==> src/fetchCache_config.svh <==
// Fetch cache geometry, main memory depth and main memory latency
`ifndef FETCHCACHE_CONFIG_SVH
`define FETCHCACHE_CONFIG_SVH

// Cache geometry
`define FC_SETS 4
`define FC_SET_BITS 2

// Word-addressed main memory behind the cache
`define FC_MEM_WORDS 256

// Cycles from timer start until the memory word is usable
`define FC_MEM_LATENCY 3

`endif

==> src/missLatencyTimer.sv <==
// Down counter for the main memory access latency
`timescale 1ns/1ps
`include "fetchCache_config.svh"

module missLatencyTimer (
        input  logic CLK,
        input  logic RESET,
        input  logic start,
        output logic done
);
        localparam int countBits = $clog2(`FC_MEM_LATENCY + 1);

        logic [countBits-1:0] count;   // Zero while idle

        always_ff @(posedge CLK or posedge RESET) begin
                if (RESET) begin
                        count <= '0;
                        done  <= 1'b0;
                end else begin
                        done <= (count == 1);   // Pulse as the count reaches zero
                        if (start) begin
                                count <= countBits'(`FC_MEM_LATENCY);
                        end else if (count != 0) begin
                                count <= count - 1'b1;
                        end
                end
        end

endmodule

==> config.mk <==
export PLATFORM = sky130hd
export DESIGN_NAME = missLatencyTimer
export DESIGN_NICKNAME = d
export VERILOG_FILES = /design/src/missLatencyTimer.sv
export VERILOG_INCLUDE_DIRS = /design/src /design/src/src
export SDC_FILE = /design/constraint.sdc
export NUM_CORES = 1
export LEC_CHECK = 0
export BUFFER_PORTS_ARGS = -buffer_cell sky130_fd_sc_hd__buf_2
export CAP_MARGIN = 20
export CORE_AREA = 2 2 39 41
export CTS_CLUSTER_DIAMETER = 60
export DETAILED_ROUTE_END_ITERATION = 16
export DIE_AREA = 0 0 41 43
export MAX_ROUTING_LAYER = met4
export SYNTH_ARGS = -nofsm -noshare
export SYNTH_HDL_FRONTEND = slang
export SYNTH_SLANG_ARGS = --single-unit
==> constraint.sdc <==
create_clock -name CLK -period 1.7 [get_ports CLK]
set_input_delay 0.17 -clock CLK [delete_from_list [all_inputs] [get_ports CLK]]
set_output_delay 0.17 -clock CLK [all_outputs]
set_load 0.005 [all_outputs]
Word level (Yosys, flattened, before mapping). Cells that the tools add are included.

Output and inout bits: 1. Input port bits: 3. Logic and storage cells: 8. Flip-flop bits (word level): 3.

Add/subtract/negate cells: 1. Multiplexer cells: 2. Eq/ne operators: 1. Reduce and logical (&&, ||, !) cells: 2.

Operators with widths (count): 2-bit 2-to-1 mux (2); 2-bit nonzero test (2); 2-bit by 1-bit equality test with 1-bit output, second input constant (1); 2-bit by 1-bit subtractor with 2-bit output, second input constant (1).

Longest topological paths before layout.
Word-level depth: 3. Depth in mapped cells: 4. Depth with buffers taken out: 4.

Worst setup path after synthesis. Ideal clock, no wire load.

Path type: reg2reg. Start point: reg count[0]. End point: reg count[1]. Path buffers: 0. Path slack: 0.669 ns. Library setup time: 0.118 ns. Required time: 1.582 ns. Cell stages (with the launch flop): 5. Clock period less this slack: 1.031 ns. Arrival: 0.913 ns. Cells stage by stage: dfrtp_1 > inv_1 > ha_1 > nand2b_1 > a21o_1.

Longest elaborated chain between the ends: 3. Elaborated cells between the ends (all ways): 5. Classes of those cells: add/sub (1); mux (2); reduce/logical (2).

Ends and longest elaborated chain: start, declared (line missLatencyTimer.sv:13) `logic [countBits-1:0] count;`; start signal, assigned (line missLatencyTimer.sv:22) `` count <= countBits'(`FC_MEM_LATENCY); ``; start signal, assigned (line missLatencyTimer.sv:24) `count <= count - 1'b1;`; 2-bit by 1-bit subtractor with 2-bit output (line missLatencyTimer.sv:24); 2-bit 2-to-1 mux (line missLatencyTimer.sv:23) `end else if (count != 0) begin`; 2-bit 2-to-1 mux (line missLatencyTimer.sv:21) `if (start) begin`.

Several ways; a longest one is shown, not always the timed one. The select of a mux whose other input is x is not followed. A chain may end at the register's enable or synchronous reset.

Final worst setup path. Ends and elaborated chain as after synthesis.

==> flow_summary.json <==
{
  "run_status": "complete, no violations",
  "syn_to_final_growth_pct": 48.72,
  "detailed_place_hpwl_um": 177.2,
  "die_width_um": 41,
  "synth_area_sq_um": 146.4,
  "power_uw": 262.5,
  "finalCriticalPeriod_ns": 1.076,
  "cp.required_ns": 1.82,
  "die_h_um": 43,
  "start_util_pct": 10.58,
  "clk_latency_ns": 0.23,
  "slew_viol_final": 0,
  "rsz0062_at_grt": "false",
  "syn_avg_cell_area_sq_um": 11.26,
  "diodes": 0,
  "vias": 105,
  "wl_per_cell_um": 6.378,
  "skew_ns": 0.001777,
  "ys_warn_count": 0,
  "rows": 14,
  "ios": 4,
  "endpoint_kind": "flop",
  "maxCapViolCount": 0,
  "cts_tree": "built",
  "worstPathMaxFanout": 3,
  "tns_ns": 0,
  "cp-start-kind": "flop",
  "clk_pin_slew_ns": 0.03,
  "relSlewSlack_pct": 91.55,
  "clkSinkCount": 3,
  "ant_nets": 0,
  "synth_cell_types": 6,
  "yosysSeqAreaShare_pct": 51.28,
  "fill_cells": 159,
  "layout-drive-gt1-share_pct": 28.57,
  "grt-ovfl-total": 0,
  "ir_drop_uv": 158.2,
  "critPathArrivalTime_ns": 1.20,
  "ys_seq_elements": 3,
  "post_cts_resized": 0,
  "grt_pass1_vias": 110,
  "cts_buffers": 3,
  "clockBufferDepth": 2,
  "fin_nets": 27,
  "setup_viol": 0,
  "grt_pass1_wl_um": 372,
  "hold_violations": 0,
  "drc": 0,
  "track_usage_pct": 4.733,
  "firstDrtPassIters": 1,
  "io_buffers": 3,
  "fp.coreArea_sq_um": 1384,
  "die_area_sq_um": 1763,
  "power.leakage_uw": 0.0001188,
  "critical_path_class": "reg2reg",
  "h-tree-depth": 1,
  "clockRootBuffer": "clkbuf_4",
  "grt_max_degree": 4,
  "pwr_density_cell_nw_per_um2": 1206,
  "finalWirelength_um": 236,
  "max_freq_mhz": 929.0,
  "postCtsSetupBuffers": 0,
  "cts_hold_buf": 1,
  "netlist_instances": 13,
  "setup_slack_ns": 0.6236,
  "hp-class": "in2reg",
  "gp_congestion": 0.5859,
  "syn-num-nets": 18,
  "pre_cts_slack_ns": 0.6200,
  "avgViaCountPerCell": 2.838,
  "antenna_found_initial": 0,
  "fin_crit_sh_pct": 63.32,
  "drtIter0Drc": 0,
  "tightest_slew_ns": 0.1268
}
==> cells in the mapped netlist <==
master	number	area share (%)
a21o_1	1	5.1
dfrtp_1	3	51
ha_1	2	17
inv_1	3	7.7
nand2b_1	3	13
xor2_1	1	6.0
==> cell usage in the layout, fill, tap and decap left out <==
master / count
a21o_1: 1
buf_2: 3
clkbuf_1: 1
clkbuf_4: 3
dfrtp_1: 3
dlygate4sd3_1: 1
ha_1: 2
inv_1: 3
nand2b_1: 3
xor2_1: 1
==> routing by layer <==
metal / vias up / track usage (%) / part of all wire (%)
met3: 2 / 1.571 / 5.9
li1: 53 / - / -
met4: 0 / 14.00 / 8.1
met1: 46 / 1.929 / 33
met2: 4 / 5.000 / 53
met5: - / - / 0
==> power by group <==
part / leakage (uW) / switching, uW / internal [uW] / total [uW]
sequential: 0.0000341 / 6.86 / 86.7 / 93.5
clock: 0.0000150 / 33.5 / 87.7 / 121
combinational: 0.0000698 / 22.0 / 25.8 / 47.8
==> sequential cells by signal, indices dropped and copies added, names as in the netlist <==
register,cells
done,1
count,2
==> worst max-delay path, cell delays in order, from the launching register on <==
cell	delay, ns
dfrtp_1	0.37
inv_1	0.05
ha_1	0.23
nand2b_1	0.15
a21o_1	0.17
==> area by class of cell <==
| type | count | area (sq um) | area share, % |
|---|---|---|---|
| Inverter | 3 | 11.26 | 5.172 |
| Clock buffer | 4 | 26.28 | 12.07 |
| Multi-Input combinational cell | 7 | 60.06 | 27.59 |
| Sequential cell | 3 | 75.07 | 34.48 |
| Timing Repair Buffer | 4 | 25.02 | 11.49 |
| Tap cell | 16 | 20.02 | 9.195 |
==> stage by stage <==
step                      area [sq um]  instances  hold slack [ns]  util, %
after floorplan                  146.4         13         -0.07636        -
after global placement           181.4         32          0.04039    13.11
after detailed placement         181.4         32          0.04462    13.11
after CTS                        217.7         37           0.1350    15.73
after global routing             217.7         37           0.1382    15.73
final                            217.7         37           0.1404    15.73
==> cell families after synthesis <==
group	synth area share [%]
buffers and inverters	7.692
and+or+nand+nor	12.82
DFF	51.28
adders and majority gates	17.09
AOI/OAI and AO/OA	5.130
xor gates and xnor gates	5.984
==> worst paths after layout <==
path / slack (ns) / end / start / depth (start not counted)
setup / recovery: 0.62 / count[1] / count[0] / 4
hold / removal: 0.14 / count[1] / start / 2
setup reg to reg: 0.62 / count[1] / count[0] / 4
hold reg to reg: 0.54 / count[0] / count[0] / 2
max in group asynchronous: 1.22 / done / RESET / 3
min in group asynchronous: 0.35 / count[1] / RESET / 3
No activity file was read; power rests on OpenSTA's default activity.
