**config.mk**
```make
export PLATFORM = sky130hd
export DESIGN_NAME = accessStats
export DESIGN_NICKNAME = d
export VERILOG_FILES = /design/src/fetchCachePkg.sv /design/src/accessStats.sv
export VERILOG_INCLUDE_DIRS = /design/src /design/src/src
export SDC_FILE = /design/constraint.sdc
export NUM_CORES = 1
export LEC_CHECK = 0
export BUFFER_PORTS_ARGS = -buffer_cell sky130_fd_sc_hd__clkbuf_2
export CAP_MARGIN = 20
export CORE_MARGIN = 5
export CORE_UTILIZATION = 50
export CTS_CLUSTER_DIAMETER = 30
export CTS_CLUSTER_SIZE = 8
export DETAILED_ROUTE_END_ITERATION = 8
export PLACE_DENSITY_LB_ADDON = 0.05
export SLEW_MARGIN = 15
export SYNTH_ARGS = -nofsm -noshare
export SYNTH_HDL_FRONTEND = slang
export SYNTH_SLANG_ARGS = --single-unit
```
**constraint.sdc**
```tcl
create_clock -name CLK -period 2 [get_ports CLK]
set_clock_uncertainty 0.15 [all_clocks]
set_input_delay 0.3 -clock CLK [delete_from_list [all_inputs] [get_ports CLK]]
set_output_delay 0.3 -clock CLK [all_outputs]
set_load 0.02 [all_outputs]
```
**src/fetchCache_config.svh**
```systemverilog
// Fetch cache geometry, main memory depth and main memory latency
`ifndef FETCHCACHE_CONFIG_SVH
`define FETCHCACHE_CONFIG_SVH

// Cache geometry
`define FC_SETS 4
`define FC_SET_BITS 2

// Word-addressed main memory behind the cache
`define FC_MEM_WORDS 256

// Cycles from timer start until the memory word is usable
`define FC_MEM_LATENCY 3

`endif

```
**src/fetchCachePkg.sv**
```systemverilog
// Fetch cache vector types and refill controller state enum
`include "fetchCache_config.svh"

package fetchCachePkg;

        typedef logic [31:0] addrT;                          // Fetch byte address
        typedef logic [31:0] wordT;                          // Instruction word
        typedef logic [27:0] tagT;                           // Address bits 31:4
        typedef logic [`FC_SET_BITS-1:0] setT;               // Address bits 3:2
        typedef logic [$clog2(`FC_MEM_WORDS)-1:0] memAddrT;  // Address bits 9:2

        // Hit and miss counters wrap at overflow
        typedef logic [19:0] statCountT;

        typedef enum logic [1:0] {
                IDLE,
                LOOKUP,
                REFILL,
                RESPOND
        } refillStateT;

endpackage

```
**src/accessStats.sv**
```systemverilog
// Cache hit and miss counters
`timescale 1ns/1ps

module accessStats (
        input  logic                     CLK,
        input  logic                     RESET,
        input  logic                     countHit,
        input  logic                     countMiss,
        output fetchCachePkg::statCountT hitCount,
        output fetchCachePkg::statCountT missCount
);

        // Both counters wrap at overflow
        always_ff @(posedge CLK or posedge RESET) begin
                if (RESET) begin
                        hitCount  <= '0;
                        missCount <= '0;
                end else begin
                        if (countHit) begin
                                hitCount <= hitCount + 1'b1;
                        end
                        if (countMiss) begin
                                missCount <= missCount + 1'b1;
                        end
                end
        end

endmodule

```
Yosys cells after proc, flatten, opt, wreduce, memory -nomap -nowiden --
Cells that the tools add are included.
Cells by class: add/subtract/negate cells 2
Operators by type and width (number):
- adder 20 x 1 -> 20 bit, second input constant | 2
Storage, ports and cells: input bits 4, output and inout port bits 40, bits in registers 40, logic and storage cells 4

Longest topological paths before layout --
depth in word-level cells 1, mapped depth 5, depth with buffers taken out 5

Least setup slack after synthesis --
Ideal clock, no wire load.
path type reg2reg, start point register missCount[0], end point register missCount[16], cell stages (with the launch flop) 6, required time 1.720 ns, period minus slack after synthesis 1.828 ns, arrival time 1.548 ns, slack 0.172 ns, library setup time 0.130 ns, path buffers 0, cell sequence dfrtp_1 > ha_1 > nand4_1 > nor4_2 > nand3_1 > xnor2_1
On the way: longest elaborated chain between the ends 1
RTL lines:
- from (decl) | RTL line accessStats.sv:10 | output fetchCachePkg::statCountT missCount
- from (signal assigned) | RTL line accessStats.sv:23 | missCount <= missCount + 1'b1;
- adder 20 x 1 -> 20 bit | RTL line accessStats.sv:23
Every way passes these cells. A chain may end at the register's enable or synchronous reset.

Final worst setup path --
Ends and elaborated chain as after synthesis.

==> impl_metrics.ini <==
[detailed_routing]
ant_nets = 0
drt-wirelength-per-cell_um = 12.9
viasPerCell = 4.97
initialDrtViolationCount = 32
remaining_drc_errors = 0
first_pass_iters = 4
num_vias = 1198
routed_wirelength_um = 3110

[final_layout]
multi_input_area_um2 = 716
regArea_um2 = 1000
postLayoutCoreUtil_pct = 62.2
syn_to_final_growth_pct = 20.5
nets = 200
diodes = 0
layout-drive-gt1-share_pct = 30.3
final.fill_count = 295

[die]
num_io_pins = 44
start_util_pct = 51.7
core_area_um2 = 3340
die_height_um = 68.7
die_area_um2 = 4720
die-width_um = 68.7
num_rows = 21

[placed_design]
gp_congestion = 0.813
dpl.hpwl_um = 2280
pre_cts_slack_ns = 0.210
port_buffers = 43

[timing]
clock.fmax_mhz = 555
period_share_pct = 90.1
slew_viol_final = 0
worstMarginPinSlew_ns = 0.489
setup_ws_ns = 0.198
rsz0062_at_grt = false
maxSlewHeadroom_pct = 67.4
timing.setup.tns_ns = 0
setup-violations-final = 0
hold_viol = 0
fin_crit_ns = 1.80

[worst_hold_path]
min_path_type = in2reg
hold-path-cell-count = 2
min_from = countMiss

[power]
switching_share_pct = 37.0
p_leak_nw = 1.05
pwr-share-comb_pct = 27.3
seq_power_share_pct = 53.0
power.switching_w = 0.000792
clkPwrFrac_pct = 19.7
p_int_w = 0.00135
ir_worst_vdd_v = 0.000705
cellPowerDensity_nw_per_um2 = 1030

[worst_setup_path]
r2r-start = missCount[0]
crit_path_cell_trace = ha_1 -> nand4_1 -> nor4_2 -> nand3_1 -> xnor2_1
crit_family = simple AND/OR/NAND/NOR gates
cp-startpoint = missCount[0]
cp.buffers_inverters = 0
r2r_end = missCount[16]
critPathMaxStageDelay_ns = 0.45
reg2reg_depth = 5
cp.arrival_ns = 1.89
path_class = reg2reg
cp-end-kind = flop
critical-path-slowest-cell = nor4_2
cp_num_cells = 5
cp.required_ns = 2.09
critical_path.endpoint = missCount[16]
critPathLaunchType = flop
cp_max_fo = 4
r2r_slack_ns = 0.20

[synth]
syn_avg_cell_area_um2 = 12.1
yosysTopAreaCell = dfrtp_1
async_reset_ff_share_pct = 100
yosysUniqueCellTypes = 19
syn_nets = 148
ys.flop_type = dfrtp_1
yosysMostFrequentCell = dfrtp_1
ys_warn_count = 0
syn-cell-area_um2 = 1720
synth.yosys.seq_area_share_pct = 58.1
synth-edff-count = 0
synth_top_area_share_pct = 58.1
synthTopCellsByCount = dfrtp_1, xnor2_1, nand2_1, nand4_1, xor2_1
ys_seq_elements = 40
synthTopCellsByArea = dfrtp_1, xnor2_1, xor2_1
synthesis.instances = 142

[global_route]
grt_usage_pct = 15.3
antenna_found_initial = 0
grt_max_degree = 41
grt_overflow_total = 0
grt_pass1_wl_um = 5310
grt_pass1_vias = 1174

[clock_network]
cts_buffers = 5
htreeDepth = 2
clkSinkCount = 40
clk_latency_ns = 0.34
cts_tree = built
cts-root-buf = clkbuf_4
clkTransAtPathRegs_ns = 0.11
postCtsSetupBuffers = 0
cts_buffer_depth = 2

[run]
drv_cap = 0

[outcome]
status = complete, no violations
## flip-flops by register name, indices dropped and copies added (netlist names)
register and flops:
hitCount 20, missCount 20
## kinds of logic (layout without fill, tap and decap cells)
logic type / count (synthesis) / in the layout / synth area share (%)
mux: 2 / 2 / 1.31
buf+inv: 2 / 55 / 0.436
fa+ha+maj: 2 / 2 / 1.45
flops: 40 / 40 / 58.1
simple gates: 58 / 58 / 19.4
xor+xnor: 38 / 38 / 19.3
## power by group through the flow
| stage | logic, W | registers [W] | clock network, W |
|---|---|---|---|
| detailed placement | 0.000592 | 0.00115 | 0 |
| global placement | 0.000586 | 0.00114 | 0 |
| CTS | 0.000598 | 0.00114 | 0.000438 |
| global route | 0.000644 | 0.00117 | 0.000473 |
| finish | 0.000584 | 0.00113 | 0.000422 |
| floorplan | 0.000233 | 0.00129 | 0 |
## metal layers
metal	GRT usage (%)	wire length (um)
met2	23.6	1420
met4	5.11	42
met5	0	0
met1	19.7	1440
met3	6.00	201
## timing repair
item | CTS | global route
endpoints found under the hold margin | 40 | 0
hold buffers | 1 | 0
resized for setup | 0 | 0
## metrics by stage
step,area (um2),std cells,total power [W],hold slack (ns)
2_1_floorplan,1720,142,0.00152,0.237
3_3_place_gp,2000,232,0.00172,0.271
3_5_place_dp,2000,232,0.00174,0.276
4_1_cts,2080,241,0.00217,0.0508
5_1_grt,2080,241,0.00229,0.0280
6_report,2080,241,0.00214,0.0651
## worst min-delay path by stage
stage	end
after CTS	missCount[0]
after global routing	missCount[0]
final	missCount[0]
after detailed placement	hitCount[8]
after global placement	hitCount[8]
after floorplan	hitCount[0]
## layout make-up
class | count | share of cell area, %
Sequential cell | 40 | 48.2
Multi-Input combinational cell | 100 | 34.5
Timing Repair Buffer | 45 | 11.2
Tap cell | 46 | 2.77
Clock buffer | 7 | 2.65
Clock inverter | 1 | 0.361
Inverter | 2 | 0.361
## cells in the final DEF, fill, tap and decap left out, drive strengths merged
cell type    instances
buf                  1
ha                   2
nand2               15
dlygate4sd3          1
and3                 5
mux2                 2
nand4               14
nor3                 3
clkbuf              50
or3b                 1
inv                  2
xor2                13
xnor2               25
dfrtp               40
and4                 2
nor2                 8
clkinvlp             1
or2                  1
nand3                7
nor4                 2
No activity file was read; power rests on OpenSTA's default activity.
