===== config.mk =====
export PLATFORM = sky130hd
export DESIGN_NAME = cacheWayArray
export DESIGN_NICKNAME = d
export VERILOG_FILES = /design/src/fetchCachePkg.sv /design/src/cacheWayArray.sv
export VERILOG_INCLUDE_DIRS = /design/src /design/src/src
export SDC_FILE = /design/constraint.sdc
export NUM_CORES = 1
export LEC_CHECK = 0
export BUFFER_PORTS_ARGS = -buffer_cell sky130_fd_sc_hd__buf_2
export CORE_MARGIN = 10
export CORE_UTILIZATION = 55
export DETAILED_ROUTE_END_ITERATION = 7
export HOLD_SLACK_MARGIN = 0.1
export PLACE_DENSITY = 0.86
export SLEW_MARGIN = 30
export SYNTH_ARGS = -nofsm -noshare
export SYNTH_HDL_FRONTEND = slang
export SYNTH_SLANG_ARGS = --single-unit

===== constraint.sdc =====
create_clock -name CLK -period 5.7 [get_ports CLK]
set_input_delay 1.71 -clock CLK [delete_from_list [all_inputs] [get_ports CLK]]
set_output_delay 1.71 -clock CLK [all_outputs]
set_load 0.02 [all_outputs]

===== src/fetchCache_config.svh =====
// Fetch cache geometry, main memory depth and main memory latency
`ifndef FETCHCACHE_CONFIG_SVH
`define FETCHCACHE_CONFIG_SVH

// Cache geometry
`define FC_SETS 4
`define FC_SET_BITS 2

// Word-addressed main memory behind the cache
`define FC_MEM_WORDS 256

// Cycles from timer start until the memory word is usable
`define FC_MEM_LATENCY 3

`endif


===== src/fetchCachePkg.sv =====
// Fetch cache vector types and refill controller state enum
`include "fetchCache_config.svh"

package fetchCachePkg;

        typedef logic [31:0] addrT;                          // Fetch byte address
        typedef logic [31:0] wordT;                          // Instruction word
        typedef logic [27:0] tagT;                           // Address bits 31:4
        typedef logic [`FC_SET_BITS-1:0] setT;               // Address bits 3:2
        typedef logic [$clog2(`FC_MEM_WORDS)-1:0] memAddrT;  // Address bits 9:2

        // Hit and miss counters wrap at overflow
        typedef logic [19:0] statCountT;

        typedef enum logic [1:0] {
                IDLE,
                LOOKUP,
                REFILL,
                RESPOND
        } refillStateT;

endpackage


===== src/cacheWayArray.sv =====
// Two-way tag, valid, data and recent bit storage with lookup and refill write
`timescale 1ns/1ps
`include "fetchCache_config.svh"

module cacheWayArray (
        input  logic               CLK,
        input  logic               RESET,
        input  fetchCachePkg::tagT  curTag,
        input  fetchCachePkg::setT  curSet,
        input  logic               touch,
        input  logic               refill,
        input  fetchCachePkg::wordT refillData,
        output logic               lookupHit,
        output fetchCachePkg::wordT lookupData
);
        import fetchCachePkg::*;

        tagT  tagMem  [2][`FC_SETS];
        wordT dataMem [2][`FC_SETS];

        logic [`FC_SETS-1:0] validBits [2];
        logic [`FC_SETS-1:0] recentWay;    // Index of the recently used way, per set

        logic hit0;
        logic hit1;
        logic hitWay;
        logic victimWay;

        // A matching tag only counts with its valid bit set
        assign hit0 = validBits[0][curSet] && (tagMem[0][curSet] == curTag);
        assign hit1 = validBits[1][curSet] && (tagMem[1][curSet] == curTag);

        assign lookupHit  = hit0 || hit1;
        assign hitWay     = hit1;
        assign lookupData = dataMem[hitWay][curSet];

        // Empty ways fill first, way 0 before way 1
        always_comb begin
                if (!validBits[0][curSet]) begin
                        victimWay = 1'b0;
                end else if (!validBits[1][curSet]) begin
                        victimWay = 1'b1;
                end else begin
                        victimWay = !recentWay[curSet];   // Not recently used
                end
        end

        always_ff @(posedge CLK or posedge RESET) begin
                if (RESET) begin
                        validBits[0] <= '0;
                        validBits[1] <= '0;
                        recentWay    <= '0;
                end else if (refill) begin
                        validBits[victimWay][curSet] <= 1'b1;
                        recentWay[curSet]            <= victimWay;
                end else if (touch) begin
                        recentWay[curSet] <= hitWay;
                end
        end

        // Tag and data payload
        always_ff @(posedge CLK) begin
                if (refill) begin
                        tagMem[victimWay][curSet]  <= curTag;
                        dataMem[victimWay][curSet] <= refillData;
                end
        end

endmodule


=== Word-level counts from Yosys, hierarchy flattened ===
Memories as Yosys holds them, arrays and structs flattened.
Index checks and enable logic that the tools add are counted.

* Register bits: 12
* Memory bits (writable): 480
* Input bits: 66
* Output and inout bits: 33
* Memories: 2

{| class="wikitable"
|+ Memories
! memory !! depth !! width !! read ports !! clocked after memory_dff !! wr ports !! line !! RTL
|-
| dataMem || 2 || 128 || 1 || 0 || 1 || cacheWayArray.sv:19 || <nowiki>wordT dataMem [2][`FC_SETS];</nowiki>
|-
| tagMem || 2 || 112 || 2 || 0 || 1 || cacheWayArray.sv:18 || <nowiki>tagT tagMem [2][`FC_SETS];</nowiki>
|}

* Magnitude comparators: 6
* Equality and inequality tests: 2
* Multiplexer cells: 32
* Bitwise gates (word level): 3
* Reductions and logical operators: 8

{| class="wikitable"
|+ Operators with widths
! kind !! number
|-
| $mux W28 || 5
|-
| $mux W128 || 1
|-
| $bmux W28 S2 || 2
|-
| $mux W112 || 1
|-
| $mux W32 || 3
|-
| $bmux W32 S2 || 1
|-
| $demux W32 S2 || 1
|-
| $demux W28 S2 || 1
|-
| $eq A28 B28 Y1 || 2
|-
| $mux W4 || 3
|-
| $bwmux W4 || 2
|-
| $or A8 B8 Y8 || 1
|-
| $mux W1 || 7
|-
| $bmux W1 S2 || 3
|-
| $logic_and A1 B1 Y1 || 5
|-
| $demux W4 S1 || 1
|-
| $ge A3 B3 Y1 const B || 1
|-
| $lt A2 B3 Y1 const B || 1
|-
| $lt A3 B1 Y1 const B || 1
|-
| $not A2 Y3 || 1
|-
| $demux W1 S2 || 1
|-
| $ge A2 B1 Y1 const B || 1
|-
| $ge A2 B2 Y1 const B || 1
|-
| $lt A2 B1 Y1 const B || 1
|-
| other kinds (4) || 4
|}

=== Depth between registers and ports, before layout ===
* Word-level depth: 11
* Gate-level depth with buffers: 14

=== Worst setup path after synthesis ===
OpenSTA, ideal clock, no wires.

* Path type: input -> register
* Start: input port curSet[0]
* End: memory dataMem[1][100] in the netlist's numbering (enable)
* Setup time: 0.479 ns
* Arrival: 6.004 ns
* Data required time: 5.221 ns
* Path slack: -0.783 ns
* Stages on the path: 8
* Path buffers: 4
* Cell sequence: buf_6 buf_2 buf_2 buf_2 mux4_2 a21boi_0 nand2_1 nor2_1

* Longest elaborated chain between the ends: 6

{| class="wikitable"
|+ Ends and longest elaborated chain
! what !! line !! RTL
|-
| from (decl) || cacheWayArray.sv:9 || <nowiki>input fetchCachePkg::setT curSet,</nowiki>
|-
| $not A2 Y3 (not written as such) || cacheWayArray.sv:65 || <nowiki>dataMem[victimWay][curSet] <= refillData;</nowiki>
|-
| $ge A3 B3 Y1 (not written as such) / $lt A3 B1 Y1 (equally long branches) || cacheWayArray.sv:65 ||
|-
| $logic_and A1 B1 Y1 (not written as such) || cacheWayArray.sv:65 ||
|-
| $mux W32 (not written as such) || cacheWayArray.sv:65 ||
|-
| $demux W32 S2 || cacheWayArray.sv:65 ||
|-
| $mux W128 (not written as such) || cacheWayArray.sv:65 ||
|-
| to (decl) || cacheWayArray.sv:19 ||
|}

Several ways; a longest one is shown, not always the timed one. The select of a mux whose other input is x is not followed.

=== Worst setup path in the final report ===
* Start: input port curSet[1]
* End: output port lookupData[31]

* Longest elaborated chain between the ends: 10

{| class="wikitable"
|+ Ends and longest elaborated chain
! what !! line !! RTL
|-
| $not A2 Y3 (not written as such) || cacheWayArray.sv:31, cacheWayArray.sv:35 ||
|-
| $bmux W28 S2 || cacheWayArray.sv:31 || <nowiki>assign hit1 = validBits[1][curSet] && (tagMem[1][curSet] == curTag);</nowiki>
|-
| $mux W28 (not written as such) (2 in a row) || cacheWayArray.sv:31 ||
|-
| $eq A28 B28 Y1 || cacheWayArray.sv:31 ||
|-
| $logic_and A1 B1 Y1 || cacheWayArray.sv:31 ||
|-
| $mem_v2 Z2 W128 || - ||
|-
| $bmux W32 S2 * || cacheWayArray.sv:35 || <nowiki>assign lookupData = dataMem[hitWay][curSet];</nowiki>
|-
| $mux W32 (not written as such) * (2 in a row) || cacheWayArray.sv:35 ||
|-
| to (decl) || cacheWayArray.sv:14 || <nowiki>output fetchCachePkg::wordT lookupData</nowiki>
|}

Every way passes the cells marked *; elsewhere a longest branch is shown, timed or not. The select of a mux whose other input is x is not followed.

==> reports/metrics.yaml <==
most_common_cell_type_on_the_critical_path: "sky130_fd_sc_hd__buf_4"
io_buffers: 98
pre_cts_ws_ns: -0.932
drt_first_pass_iters: 8
seqCellArea_sq_mm: 0.0147
clkSinkCount: 492
skew_ns: 0.0296
insertion_delay_ns: 0.58
report.power.total_uw: 8320
failed_checks: "design-rule violations, negative setup slack"
clock_tree.root_cell: "sky130_fd_sc_hd__clkbuf_16"
drt_iter0_markers: 2404
least_margin_pin_slew_ns: 0.759
starting_density_of_the_core_pct: 55.7
fillCellCount: 1863
num_vias: 13058
syn-instance-count: 1140
power_density_mw_per_mm2: 328
fin_hold_ws_ns: 0.492
post_layout_nonfiller_instances: 1918
track_usage_pct: 24.2
postSynthRegisterBits: 492
io_pins: 99
p_leak_uw: 0.00890
synth_enable_flop_cells: 480
post-route-period-util_pct: 119
synth-warning-count: 0
die_y_um: 210
critical_path.startpoint_type: "primary input"
vdd_drop_max_mv: 0.264
finalWorstPathRequiredPeriod_ns: 6.80
worst-setup-path-type: "primary input to output port"
timing.final.ws_setup_ns: -1.10
area_growth_from_synthesis_to_layout_pct: 28.1
dominantRegCellSynth: "sky130_fd_sc_hd__edfxtp_1"
r2r-start: "tagMem[1][111]"
setup.worst_path.end: "lookupData[31]"
crit_slowest_cell: "sky130_fd_sc_hd__a222oi_1"
ys_seq_area_share_pct: 74.3
outcome: "finished, violations left"
worst_slew_margin_rel_pct: 49.3
clk_pin_slew_worst_paths_ns: 0.07
route.antenna.remaining_nets: 0
regToRegSetupSlack_ns: 2.35
grt_start_max_net_pins: 41
post_synth_num_cell_types: 48
num_rows: 69
regToRegEndpoint: "recentWay[3]"
cpPeakStageDelay_ns: 0.54
placed_cells_incl_taps: 1771
globalRouteOverflowTotal: 0
hpwlAfterDp_um: 27800
placer_congestion: 0.867
postSynth.asyncResetShare_pct: 2.44
setup_violations: 33
grt_first_pass_wirelength_um: 81100
detail_route.drc_violations: 5
report.final.slew_viol_count: 0
hold_start: "validBits[1]"
postSynthNetCount: 1206
post_synth_instance_area_sq_mm: 0.0198
cts-htree-levels: 2
fmaxAchievable_mhz: 147
detail_route.vias_per_cell: 6.81
grt_pass1_vias: 12790
setup_repair_after_global_routing_missed_its_margin: "true"
multi_input_area_sq_mm: 0.00586
critPathLaunch: "curSet[1]"
layout-drive-gt1-share_pct: 44.4
clock_buffer_count_from_cts: 46
die_w_um: 210
tritoncts_clock_tree: "built"
total_die_area_sq_mm: 0.0440
routed_length_per_instance_um: 31.8
end_kind: "output port"
path_cells: "buf_6 -> mux2_4 -> a222oi_1 -> a32oi_1 -> a2111oi_4 -> nor4b_4 -> buf_6 -> buf_4 -> nand2_8 -> buf_4 -> mux2_2 -> nor4_4 -> buf_4"
max-cap-violations: 0
worst_reg_to_reg_path_cell_count: 11
cp_data_arrival_time_ns: 5.09
final-hold-violation-count: 0
crit_path_max_fanout: 11
finish.net_count: 1483
core_footprint_sq_mm: 0.0356
wl_um: 61000
cts_buffer_depth: 3
critical_path_required_ns: 3.99
initial_antenna_violation_count: 2
synthesis.area_per_instance_sq_um: 17.4
hold_path.class: "flop to flop"
==> area by class of cell <==
class,count,share of cell area [%]
Clock inverter,25,0.750
Tap cell,461,2.27
Sequential cell,492,58.0
Clock buffer,61,5.01
Antenna cell,2,0.0197
Multi-Input combinational cell,579,23.1
Timing Repair Buffer,294,10.8
Inverter,4,0.0592
==> state kept, by name, summed over array words and instances (netlist names) <==
name,cells
tagMem,224
recentWay,4
dataMem,256
validBits,8
==> metal layers <==
metal | GRT usage [%] | part of all wire [%] | vias to the layer above
met2 | 40.6 | 49 | 1205
met4 | 10.4 | 5.7 | 0
met1 | 30.5 | 34 | 6497
met5 | 0 | 0 | -
li1 | - | - | 5075
met3 | 3.96 | 11 | 281
==> synthesized netlist by cell type, drive strengths merged, types with 5 or more instances <==
master | instances | share of area [%]
xnor2 | 41 | 1.8
edfxtp | 480 | 73
mux2i | 18 | 0.91
nand2 | 10 | 0.19
or2 | 10 | 0.32
dfrtp | 12 | 1.5
mux2 | 69 | 4.1
a21oi | 69 | 1.7
buf | 38 | 1.1
nor2b | 5 | 0.16
nand4 | 12 | 0.38
nor2 | 145 | 2.7
mux4 | 49 | 5.6
nor4 | 38 | 1.4
nand3 | 5 | 0.13
xor2 | 7 | 0.31
a31o | 64 | 2.8
clkbuf | 28 | 0.53
==> worst min-delay path by stage <==
stage                               to  slack, ns  cells after the start
after global routing      validBits[1]       0.50                      1
after floorplan           validBits[1]       0.43                      1
after detailed placement  validBits[2]       0.45                      1
after global placement    validBits[7]       0.45                      1
after CTS                 validBits[3]       0.47                      1
final                     validBits[1]       0.49                      1
==> logic make-up after synthesis <==
group / count (synthesis) / share of synthesized area (%)
buffers and inverters: 70 / 1.76
DFF: 492 / 74.3
AOI/OAI and AO/OA: 159 / 5.57
muxes: 136 / 10.6
and+or+nand+nor: 235 / 5.72
xor gates and xnor gates: 48 / 2.12
==> report_power, final <==
group          internal (uW)  switching, uW
logic                    382            583
registers               4210           78.2
clock network           1710           1360
total                   6300           2020
==> through the flow <==
step | area (sq um) | setup TNS (ns) | util (%)
floorplan | 20300 | -328.42 | -
global placement | 22400 | -24.57 | 62.9
detailed placement | 22400 | -27.85 | 62.9
CTS | 24800 | -19.73 | 69.7
global route | 25400 | -35.21 | 71.3
finish | 25400 | -31.11 | 71.3
==> layout by cell type, fill, tap and decap left out, drive strengths merged, types with 10 or more instances in the layout <==
cell,synthesis,final
buf,38,290
clkbuf,28,64
a21oi,69,69
xnor2,41,41
edfxtp,480,480
mux4,49,49
mux2i,18,18
or2,10,10
nor2,145,145
a31o,64,64
dfrtp,12,12
nand2,10,11
mux2,69,69
clkinv,0,21
nor4,38,38
nand4,12,12
==> worst max-delay path, delay by kind of cell <==
kind	cells	cell delay, ns
AO/OA/AOI/OAI	3	1.09
buffers and inverters	5	0.88
AND/OR/NAND/NOR	3	0.72
multiplexers	2	0.66
==> repair_timing <==
action / CTS / global route
endpoints found under the setup margin: 33 / 33
pin swaps: 25 / 28
hold buffers: 0 / 0
gates resized for setup: 143 / 81
setup buffers: 34 / 22
cloned: 8 / 3
No activity file was read; power rests on OpenSTA's default activity.
